===== src/common/fsab_consts.svh =====
`ifndef FSAB_CONSTS_SVH
`define FSAB_CONSTS_SVH

// bus beat fields
`define FSAB_DATA_W     64
`define FSAB_ADDR_W     16
`define FSAB_DID_W      8
`define FSAB_LEN_W      4
`define FSAB_MASK_W     8
`define FSAB_BURST_LEN  8
`define FSAB_BEAT_W     3
`define FSAB_PRELOAD_DID 8'hff

// credit loop and target buffer depth in bursts
`define FSAB_CREDITS    2
`define FSAB_CREDIT_W   2
`define TGT_FIFO_AW     4

// storage
`define ROM_WORDS       64
`define ROM_AW          6
`define MEM_WORDS       256
`define MEM_AW          8

// register block
`define REG_AW          2
`define REG_DATA_W      32
`define BURST_CNT_W     4

`endif


===== src/common/fsab_pkg.sv =====
`include "fsab_consts.svh"

package fsab_pkg;

	typedef enum logic {
		FSAB_READ  = 1'b0,
		FSAB_WRITE = 1'b1
	} fsab_mode_e;

	// one bus beat
	typedef struct packed {
		logic                      valid;
		fsab_mode_e                mode;
		logic [`FSAB_DID_W-1:0]    did;
		logic [`FSAB_DID_W-1:0]    subdid;
		logic [`FSAB_ADDR_W-1:0]   addr;
		logic [`FSAB_LEN_W-1:0]    len;
		logic [`FSAB_DATA_W-1:0]   data;
		logic [`FSAB_MASK_W-1:0]   mask;
	} fsab_req_t;

	typedef struct packed {
		logic [`REG_AW-1:0]        addr;
		logic [`REG_DATA_W-1:0]    data;
	} reg_wr_t;

	typedef struct packed {
		logic [`MEM_AW-1:0]        addr;
	} rd_req_t;

	typedef struct packed {
		logic [`ROM_AW-1:0]        addr;
		logic [`FSAB_DATA_W-1:0]   data;
	} img_wr_t;

endpackage


===== src/preload/preload_cfg.sv =====
`timescale 1ns/1ps
`include "fsab_consts.svh"

module preload_cfg
	import fsab_pkg::*;
(
	input  logic                     clk,
	input  logic                     Nrst,
	input  logic                     reg_valid,
	input  reg_wr_t                  reg_wr,
	output logic                     reg_ready,
	output logic [`FSAB_ADDR_W-1:0]  base_addr,
	output logic [`BURST_CNT_W-1:0]  burst_count,
	output logic                     start
);

	logic reg_acc;
	logic go_seen;

	assign reg_ready = 1'b1;
	assign reg_acc = reg_valid & reg_ready;

	always_ff @(posedge clk or negedge Nrst) begin
		if (!Nrst) begin
			base_addr <= '0;
			burst_count <= '0;
			start <= 1'b0;
			go_seen <= 1'b0;
		end else begin
			start <= 1'b0;
			if (reg_acc) begin
				case (reg_wr.addr)
					// base is forced to a word boundary
					2'd0: base_addr <= {reg_wr.data[`FSAB_ADDR_W-1:3], 3'b000};
					2'd1: burst_count <= reg_wr.data[`BURST_CNT_W-1:0];
					2'd2: begin
						// only the first go after reset counts
						start <= ~go_seen;
						go_seen <= 1'b1;
					end
					default: ;
				endcase
			end
		end
	end

endmodule


===== config.mk =====
export PLATFORM = sky130hd
export DESIGN_NAME = preload_cfg
export DESIGN_NICKNAME = d
export VERILOG_FILES = /design/src/common/fsab_pkg.sv /design/src/preload/preload_cfg.sv
export VERILOG_INCLUDE_DIRS = /design/src /design/src/common
export SDC_FILE = /design/constraint.sdc
export NUM_CORES = 1
export LEC_CHECK = 0
export ABC_CLOCK_PERIOD_IN_PS = 800
export BUFFER_PORTS_ARGS = -buffer_cell sky130_fd_sc_hd__buf_4
export CAP_MARGIN = 20
export CORE_MARGIN = 1
export CORE_UTILIZATION = 38
export CTS_CLUSTER_DIAMETER = 80
export DETAILED_ROUTE_END_ITERATION = 10
export PLACE_DENSITY = 0.86
export SLEW_MARGIN = 20
export SYNTH_ARGS = -nofsm -noshare
export SYNTH_HDL_FRONTEND = slang
export SYNTH_SLANG_ARGS = --single-unit

===== constraint.sdc =====
create_clock -name clk -period 0.8 [get_ports clk]
set_input_delay 0.24 -clock clk [delete_from_list [all_inputs] [get_ports clk]]
set_output_delay 0.24 -clock clk [all_outputs]
set_load 0.05 [all_outputs]

### Yosys cells after proc, flatten, opt, wreduce, memory -nomap -nowiden

Cells that the tools add are included.
W data, S select, Z words.

| word-level totals | value |
|---|---|
| word-level logic and storage cells | 13 |
| input port bits | 37 |
| register bits | 19 |

| cells by class | value |
|---|---|
| bitwise logic cells | 1 |
| muxes and demuxes | 2 |
| reductions and logical operators | 4 |
| equality and inequality tests | 2 |

Operators with widths:

| operator | number |
|---|---|
| $reduce_and A2 Y1 | 3 |
| $eq A2 B1 Y1 const B | 1 |
| $eq A2 B2 Y1 const B | 1 |
| $logic_not A2 Y1 | 1 |
| $mux W1 | 2 |
| $not A1 Y1 | 1 |

### Logic depth before layout (Yosys ltp)

| logic depth | value |
|---|---|
| depth in word-level cells | 3 |
| depth in mapped cells | 3 |
| depth with buffers taken out | 2 |

### Worst setup path after synthesis

OpenSTA, ideal clock, no wires.

| timing | value |
|---|---|
| path kind | input port to flip-flop |
| start | in reg_wr[33] (netlist name) |
| end | reg base_addr[12] |
| cell stages on the path | 3 |
| required time | 0.675 ns |
| data arrival time | 0.981 ns |
| slack | -0.306 ns |
| buffers on the path | 1 |
| setup time | 0.125 ns |
| cell sequence | nor3b_4 buf_6 mux2_2 |

| on the way | value |
|---|---|
| longest elaborated chain between the ends | 2 |

Ends and longest elaborated chain:

| item | line | RTL |
|---|---|---|
| start: declaration | preload_cfg.sv:10 | `input reg_wr_t reg_wr,` |
| $logic_not A2 Y1 | preload_cfg.sv:32 | `case (reg_wr.addr)` |
| $reduce_and A2 Y1 (no line) | -- |  |
| end signal: assignment | preload_cfg.sv:34 | `` 2'd0: base_addr <= {reg_wr.data[`FSAB_ADDR_W-1:3], 3'b000}; `` |
| end: declaration | preload_cfg.sv:12 | `` output logic [`FSAB_ADDR_W-1:0] base_addr, `` |

Every way passes these cells.
A chain may end at the register's enable or synchronous reset.

### Worst setup path in the final report

| timing | value |
|---|---|
| start | reg base_addr[6] |
| end | out base_addr[6] |

No word-level cell between the ends.

==> results.json <==
{
  "grt_usage_pct": 18.4,
  "synthTopCellsByArea": "dfrtp_1, mux2_2, buf_4, nor3b_4, nand3b_1",
  "clockRootBuffer": "clkbuf_4",
  "setup_viol": 35,
  "wire_per_inst_um": 15.3,
  "grt_overflow_total": 0,
  "layout_common_cells": "buf_4, buf_6, mux2_4",
  "vias": 573,
  "synth_cell_type_count": 9,
  "worstSetupStartpointType": "flop",
  "period_share_pct": 140,
  "grt_pass1_wl_mm": 2.70,
  "synth_area_leader_cell": "dfrtp_1",
  "regArea_sq_um": 485,
  "synth_seq_area_share_pct": 62.6,
  "worstPathRequired_ns": 0.56,
  "slew_viol_final": 0,
  "fillers": 137,
  "status": "complete, but fails checks",
  "pin_count": 59,
  "cts.sinks": 19,
  "drt-total-wl_mm": 1.92,
  "fin_nets": 138,
  "fp.coreArea_sq_um": 1800,
  "setup_ws_ns": -0.318,
  "cp_slowest_stage_delay_ns": 0.42,
  "grt_pass1_vias": 587,
  "p_leak_nw": 0.656,
  "power.density_nw_per_um2": 2460,
  "path_class": "flop to output pin",
  "skew_ns": 0.0000408,
  "clk_pin_slew_ns": 0.11,
  "initial_utilization_pct": 42.2,
  "clk_path_buf_depth": 2,
  "critical-path-slowest-cell": "dfrtp_1",
  "place_congestion": 0.580,
  "drtIter0Drc": 6,
  "syn_area_per_cell_sq_um": 15.8,
  "maxCapViolCount": 0,
  "antenna_cells": 0,
  "crit_chain": "buf_6",
  "hp-class": "primary input to flop",
  "grt_max_degree": 20,
  "rsz0062_at_grt": "true",
  "rows": 15,
  "peakVddDrop_mv": 1.73,
  "clk_latency_ns": 0.28,
  "dp_hpwl_mm": 1.15,
  "drtAntennaViolNets": 0,
  "drc_errors": 0,
  "fin_crit_ns": 1.12,
  "synth.ff_latch_count": 19,
  "hold_violations": 0,
  "dieWidth_um": 46.7,
  "synth_top_area_share_pct": 62.6,
  "drive_above_1_share_pct": 80.0,
  "crit_buf_inv": 1,
  "critPathTopFamily": "flip-flops",
  "fp.dieH_um": 46.7,
  "crit_path_max_fanout": 2,
  "finalNonFillerCells": 125,
  "fmax_mhz": 894,
  "multiInputGateArea_sq_um": 307,
  "antenna_found_initial": 0,
  "pre_cts_slack_ns": -0.436,
  "cts_tree": "yes",
  "synth_cells": 48,
  "worstPathArrival_ns": 0.88,
  "cp-end-kind": "output pin",
  "synth.cell_area_sq_um": 759,
  "via_per_inst": 4.58,
  "cts_buffers": 3,
  "violations": "negative setup slack",
  "dp.cells": 110,
  "area_growth_pct": 76.6,
  "yosysWarnings": 0,
  "numPortBuffers": 38,
  "dr.pass1.iters": 3,
  "htreeDepth": 1,
  "dieArea_sq_um": 2180
}
final cells by class:
cell class	count	area share (%)
sequential	19	36.2
clock buffer	3	1.68
timing repair buffer	51	36.6
clock inverter	1	0.373
multi-input combinational	26	22.9
tap	25	2.33
stage by stage:
stage	util [%]	hold slack (ns)	power, mW	instance area (sq um)	setup TNS [ns]
3_3_place_gp	60.1	0.122	2.43	1080	-6.79
3_5_place_dp	60.1	0.124	2.46	1080	-7.18
2_1_floorplan	-	-0.0556	2.05	781	-4.35
4_1_cts	74.6	0.167	3.26	1340	-7.43
5_1_grt	74.4	0.162	3.43	1340	-7.87
6_report	74.4	0.173	3.30	1340	-7.05
registers in the layout (all words and copies together), names as in the netlist:
signal	cells
burst_count	4
go_seen	1
start	1
base_addr	13
routing by layer:
layer  global-route usage [%]  part of all wire (%)  vias up
met3                     5.10                   4.3        2
met1                     21.4                    38      292
met4                     6.86                   1.3        0
met5                        0                     0        -
met2                     32.2                    57       22
li1                         -                     -      257
cells in the mapped netlist:
library cell / count
dfrtp_1: 19
mux2_2: 17
buf_4: 4
conb_1: 2
nand3b_1: 2
buf_6: 1
nand2b_1: 1
nor2_1: 1
nor3b_4: 1
power breakdown:
group / total, mW / switching [mW] / internal [mW] / leakage, nW
clock: 0.476 / 0.290 / 0.185 / 0.0177
combinational: 1.56 / 0.846 / 0.717 / 0.423
sequential: 1.27 / 0.130 / 1.14 / 0.215
total: 3.30 / 1.27 / 2.04 / 0.656
logic make-up after synthesis:
family | count (synthesis) | synth area share (%)
AND/OR/NAND/NOR | 5 | 5.77
other | 2 | 0.989
buffers and inverters | 5 | 5.44
flip-flops | 19 | 62.6
multiplexers | 17 | 25.2
what timing repair did:
item,4_1_cts,5_1_grt
gates cloned,1,0
pin swaps,0,1
endpoints found under the hold margin,19,0
gates resized for setup,37,6
setup endpoints to repair,35,35
buffers inserted,8,4
hold buffers,1,0
worst paths after layout:
path / start / end / slack, ns / depth (start not counted)
min reg2reg: go_seen / start / 0.43 / 1
min in group asynchronous: Nrst / base_addr[14] / 0.35 / 2
max: base_addr[6] / base_addr[6] / -0.32 / 1
max in group asynchronous: Nrst / base_addr[11] / 0.23 / 2
max reg2reg: burst_count[3] / burst_count[3] / -0.12 / 2
min: reg_wr[15] / base_addr[15] / 0.17 / 2
Power figures use the tool's default switching activity.
