<file path="src/common/fsab_consts.svh">
`ifndef FSAB_CONSTS_SVH
`define FSAB_CONSTS_SVH

// bus beat fields
`define FSAB_DATA_W     64
`define FSAB_ADDR_W     16
`define FSAB_DID_W      8
`define FSAB_LEN_W      4
`define FSAB_MASK_W     8
`define FSAB_BURST_LEN  8
`define FSAB_BEAT_W     3
`define FSAB_PRELOAD_DID 8'hff

// credit loop and target buffer depth in bursts
`define FSAB_CREDITS    2
`define FSAB_CREDIT_W   2
`define TGT_FIFO_AW     4

// storage
`define ROM_WORDS       64
`define ROM_AW          6
`define MEM_WORDS       256
`define MEM_AW          8

// register block
`define REG_AW          2
`define REG_DATA_W      32
`define BURST_CNT_W     4

`endif

</file>
<file path="src/common/fsab_pkg.sv">
`include "fsab_consts.svh"

package fsab_pkg;

	typedef enum logic {
		FSAB_READ  = 1'b0,
		FSAB_WRITE = 1'b1
	} fsab_mode_e;

	// one bus beat
	typedef struct packed {
		logic                      valid;
		fsab_mode_e                mode;
		logic [`FSAB_DID_W-1:0]    did;
		logic [`FSAB_DID_W-1:0]    subdid;
		logic [`FSAB_ADDR_W-1:0]   addr;
		logic [`FSAB_LEN_W-1:0]    len;
		logic [`FSAB_DATA_W-1:0]   data;
		logic [`FSAB_MASK_W-1:0]   mask;
	} fsab_req_t;

	typedef struct packed {
		logic [`REG_AW-1:0]        addr;
		logic [`REG_DATA_W-1:0]    data;
	} reg_wr_t;

	typedef struct packed {
		logic [`MEM_AW-1:0]        addr;
	} rd_req_t;

	typedef struct packed {
		logic [`ROM_AW-1:0]        addr;
		logic [`FSAB_DATA_W-1:0]   data;
	} img_wr_t;

endpackage

</file>
<file path="src/hdl/boot_rom.sv">
`timescale 1ns/1ps
`include "fsab_consts.svh"

module boot_rom
	import fsab_pkg::*;
(
	input  logic                     clk,
	input  logic                     Nrst,
	input  logic                     img_valid,
	input  img_wr_t                  img_wr,
	output logic                     img_ready,
	input  logic [`ROM_AW-1:0]       rd_addr,
	output logic [`FSAB_DATA_W-1:0]  rd_data
);

	logic [`FSAB_DATA_W-1:0] mem [0:`ROM_WORDS-1];

	// load port opens once reset is released
	always_ff @(posedge clk or negedge Nrst) begin
		if (!Nrst) begin
			img_ready <= 1'b0;
		end else begin
			img_ready <= 1'b1;
		end
	end

	always_ff @(posedge clk) begin
		if (img_valid && img_ready) begin
			mem[img_wr.addr] <= img_wr.data;
		end
		// one cycle read latency for the engine
		rd_data <= mem[rd_addr];
	end

endmodule

</file>
<file path="config.mk">
export PLATFORM = sky130hd
export DESIGN_NAME = boot_rom
export DESIGN_NICKNAME = d
export VERILOG_FILES = /design/src/common/fsab_pkg.sv /design/src/hdl/boot_rom.sv
export VERILOG_INCLUDE_DIRS = /design/src /design/src/common
export SDC_FILE = /design/constraint.sdc
export NUM_CORES = 2
export LEC_CHECK = 0
export BUFFER_PORTS_ARGS = -buffer_cell sky130_fd_sc_hd__buf_2
export CAP_MARGIN = 20
export CORE_ASPECT_RATIO = 1.2
export CORE_UTILIZATION = 35
export DETAILED_ROUTE_END_ITERATION = 16
export HOLD_SLACK_MARGIN = 0.06
export PLACE_DENSITY_LB_ADDON = 0.2
export SYNTH_ARGS = -nofsm -noshare
export SYNTH_HDL_FRONTEND = slang
export SYNTH_SLANG_ARGS = --single-unit
export TNS_END_PERCENT = 50
</file>
<file path="constraint.sdc">
create_clock -name clk -period 4.3 [get_ports clk]
set_input_delay 0.86 -clock clk [delete_from_list [all_inputs] [get_ports clk]]
set_output_delay 0.86 -clock clk [all_outputs]
set_load 0.01 [all_outputs]
</file>
## Yosys cells after proc, flatten, opt, wreduce, memory -nomap -nowiden

Memories as Yosys holds them, arrays and structs flattened. A register that Yosys moved wholly into a read port is not among the register bits.
Index checks and enable logic that the tools add are counted.

- Multiplexer cells: 2
- Reductions and logical operators: 1

Operators by type and width:

| operator | number |
|---|---|
| $mux W1 | 2 |
| $logic_and A1 B1 Y1 | 1 |

- Flip-flop bits (word level): 1
- Memory bits (writable): 4,096
- Bits of input ports: 79
- Output and inout port bits: 65
- Word-level logic and storage cells: 5
- Memories: 1

Memories:

| name | depth | width | rd ports | clocked after memory_dff | wr ports | RTL line | source |
|---|---|---|---|---|---|---|---|
| mem | 64 | 64 | 1 | 1 | 1 | boot_rom.sv:16 | `` logic [`FSAB_DATA_W-1:0] mem [0:`ROM_WORDS-1]; `` |

## Logic depth before layout (Yosys ltp)

- Depth in word-level cells: 3
- Depth in mapped cells: 9
- Gate-level depth less buffers: 5

## Least setup slack after synthesis

Ideal clock, no wire load.

- Kind: in2reg
- From: in img_wr[69] in the netlist's numbering
- To: mem mem[39][0] in the netlist's numbering (enable)
- Library setup time: 0.487 ns
- Arrival time: 4.382 ns
- Required time: 3.813 ns
- Slack: -0.569 ns
- Stages: 4
- Path buffers: 2
- Cells stage by stage: clkbuf_1 or3b_2 clkbuf_1 nor2_1

RTL lines:

| element | RTL line | source |
|---|---|---|
| from (decl) | boot_rom.sv:10 | `input img_wr_t img_wr,` |
| to (decl) | boot_rom.sv:16 |  |

No word-level cell before the write port.

## Worst setup path in the final report

- From: reg rd_data[55] (read register of mem)
- To: out rd_data[55]

RTL lines:

| element | RTL line | source |
|---|---|---|
| from (decl) | boot_rom.sv:13 | `` output logic [`FSAB_DATA_W-1:0] rd_data `` |

No word-level cell between the ends.

==> flow_summary.yaml <==
setup_path:
  critPathMaxStageDelay_ps: 750
  worst_setup_path_start_kind: "flop"
  path_max_fanout: 1
  cp.arrival_ps: 1980
  crit_cells: 1
  path_buf_inv: 1
  worstReg2RegStart: "img_ready"
  path_class: "flop to output pin"
  rr_worst_depth: 4
  cp_cell_sequence: "buf_2"
  cp_top_family: "flip-flops"
  startpoint: "rd_data[55]"
  worst_setup_path_end_kind: "output pin"
  critPathRequiredTime_ps: 3440
  crit_path_top_delay_cell: "dfxtp_1"
place:
  place_ws_ps: 627
  gp_congestion: 0.754
  port_buffers: 143
  dp.cells: 12544
  hpwlAfterDp_um: 256000
global_route:
  grt.total_usage_pct: 20.8
  grt_pass1_vias: 76622
  grt_max_degree: 73
  antenna_found_initial: 54
  grt.overflow.total: 0
  grt_pass1_wl_um: 644000
layout:
  area_growth_syn_to_layout_pct: 16.6
  drive_gt1_share_pct: 29.7
  nNetsFinal: 7157
  fillers: 38356
  fin_cells: 13361
  utilization_pct: 41.1
floorplanning:
  die_area_um2: 447000
  fp-row-count: 267
  ios: 144
  dieWidth_um: 611
  initial_utilization_pct: 35.2
  core_um2: 442000
  fp.dieH_um: 732
clock_network:
  cts_resized: 0
  cts.path.max_buffers: 4
  cts_sinks: 4161
  clk_latency_ps: 1020
  cts_tree: "built"
  post_cts_buffers: 0
  cts_buffers: 419
  cts_hold_buffers: 1
  clk_pin_slew_worst_paths_ps: 60
  root_buffer: "clkbuf_16"
  htreeDepth: 5
route:
  firstDrtPassIters: 5
  routedWlPerCell_um: 35.3
  drc_errors: 0
  drtIter0Drc: 8629
  vias_per_cell: 5.63
  ant_nets: 0
  wl_um: 472000
  num_vias: 75187
timing:
  fin_setup_tns_ps: 0
  holdWs_ps: 141
  setup_viol: 0
  hold_viol: 0
  period_minus_slack_ps: 2840
  final.period_utilization_pct: 66.1
  setup_slack_ps: 1460
  fmax_mhz: 352
  rsz0062_at_grt: "false"
  drv_slew: 0
  tightest_slew_ps: 1120
  finClkSkew_ps: 76.7
  maxSlewHeadroom_pct: 25.0
yosys:
  synth_fp_nets: 6585
  synthCells: 6506
  yosysWarnings: 0
  synth_compound_area_share_pct: 2.65
  synthMostInstantiatedCell: "edfxtp_1"
  synth_top_area_share_pct: 79.0
  synth-xor-area-share_pct: 0
  avgSynthCellArea_um2: 23.9
  synthMuxAreaShare_pct: 15.4
  synth_area_leaders: "edfxtp_1 79%, mux4_2 15%, a22oi_1 1.2%"
  synth_common_cells: "4096 x edfxtp_1, 1024 x mux4_2, 256 x a22oi_1"
  synth.distinct_cells: 29
  synthAdderAreaFrac_pct: 0
  synthFlopType: "edfxtp_1"
  synth_edf_count: 4096
  yosysTopAreaCell: "edfxtp_1"
  yosys.area_share.simple_pct: 0.911
  yosys_register_bits: 4161
  async_flop_share_pct: 0.0240
  synth_area_um2: 156000
  synth_top_family_by_area: "multiplexers"
  yosysSeqAreaShare_pct: 79.9
pwr:
  p_clk_share_pct: 42.6
  power.leakage_nw: 55.7
  ir_drop_mv: 0.332
  swShare_pct: 21.4
  p_seq_share_pct: 52.9
  comb_power_share_pct: 4.5
  internal_power_mw: 66.7
  power_density_nw_per_um2: 468
  switchingPower_mw: 18.2
run:
  cap_violations: 0
hold_path:
  holdCritStartpoint: "img_wr[23]"
  hold_depth: 1
  hold_path.class: "input pin to flop"
run_status:
  status: "complete, no violations"
[per-layer routing]
metal  track usage (%)  part of all wire [%]
met4              5.89                   3.1
met3              2.64                   6.2
met1              27.5                    40
met5                 0                     0
met2              35.9                    51
[path summary, 6_finish.rpt]
path	to	slack, ps
hold / removal	mem[16][23]	140
min in group asynchronous	img_ready	180
setup reg to reg	mem[59][53]	1540
max in group asynchronous	img_ready	4040
hold reg to reg	rd_data[57]	770
setup / recovery	rd_data[55]	1460
[worst register-to-register path, delay by kind of cell (launching register included)]
| kind | cells | cell delay, ps |
|---|---|---|
| flip-flops | 1 | 360 |
| AND/OR/NAND/NOR | 3 | 1210 |
| buffers and inverters | 1 | 580 |
[registers in the layout, summed over array words and instances (netlist names)]
name,flops
img_ready,1
rd_data,64
mem,4096
[layout make-up]
class / instances / area, um^2 / area share, %
well taps: 5918 / 7400 / 4.08
repair buffers: 524 / 6090 / 3.36
clock buffers: 552 / 11300 / 6.25
flip-flops and latches: 4161 / 124000 / 68.5
clock inverters: 215 / 2130 / 1.17
diodes: 19 / 47.5 / 0.0262
multi-input cells: 1972 / 30100 / 16.6
[placed cells by master (no fill, tap or decap), drive strengths merged]
| master | n |
|---|---|
| a211o | 17 |
| a211oi | 47 |
| a22oi | 256 |
| a31oi | 25 |
| and2 | 3 |
| and3 | 40 |
| buf | 523 |
| bufinv | 33 |
| clkbuf | 552 |
| clkinv | 169 |
| clkinvlp | 6 |
| conb | 1 |
| dfrtp | 1 |
| dfxtp | 64 |
| diode | 19 |
| dlygate4sd3 | 1 |
| edfxtp | 4096 |
| inv | 7 |
| mux2i | 92 |
| mux4 | 1024 |
| nand2 | 13 |
| nand2b | 7 |
| nand3 | 106 |
| nand3b | 4 |
| nor2 | 70 |
| nor2b | 28 |
| o21ai | 42 |
| o221ai | 61 |
| o22ai | 128 |
| or2 | 2 |
| or3 | 3 |
| or3b | 3 |
[stage by stage]
step | instance area (um^2) | power [mW]
after global placement | 167000 | 49.6
final | 181000 | 84.9
after global routing | 181000 | 87.2
after detailed placement | 167000 | 49.6
after CTS | 181000 | 85.6
after floorplan | 156000 | 47.6
[power by group through the flow]
stage | combinational [mW] | sequential [mW] | clock [mW]
3_5_place_dp | 3.85 | 45.8 | 0
6_report | 3.85 | 44.9 | 36.1
3_3_place_gp | 3.79 | 45.8 | 0
2_1_floorplan | 1.94 | 45.7 | 0
5_1_grt | 4.08 | 44.9 | 38.2
4_1_cts | 3.85 | 44.9 | 36.8
[cell families (layout without fill, tap and decap cells)]
family / after synthesis / in the layout
DFF: 4161 / 4161
muxes: 1116 / 1116
AOI/OAI and AO/OA: 576 / 576
buffers and inverters: 373 / 1291
and+or+nand+nor: 279 / 279
other: 1 / 20
No activity file was read; power rests on OpenSTA's default activity.
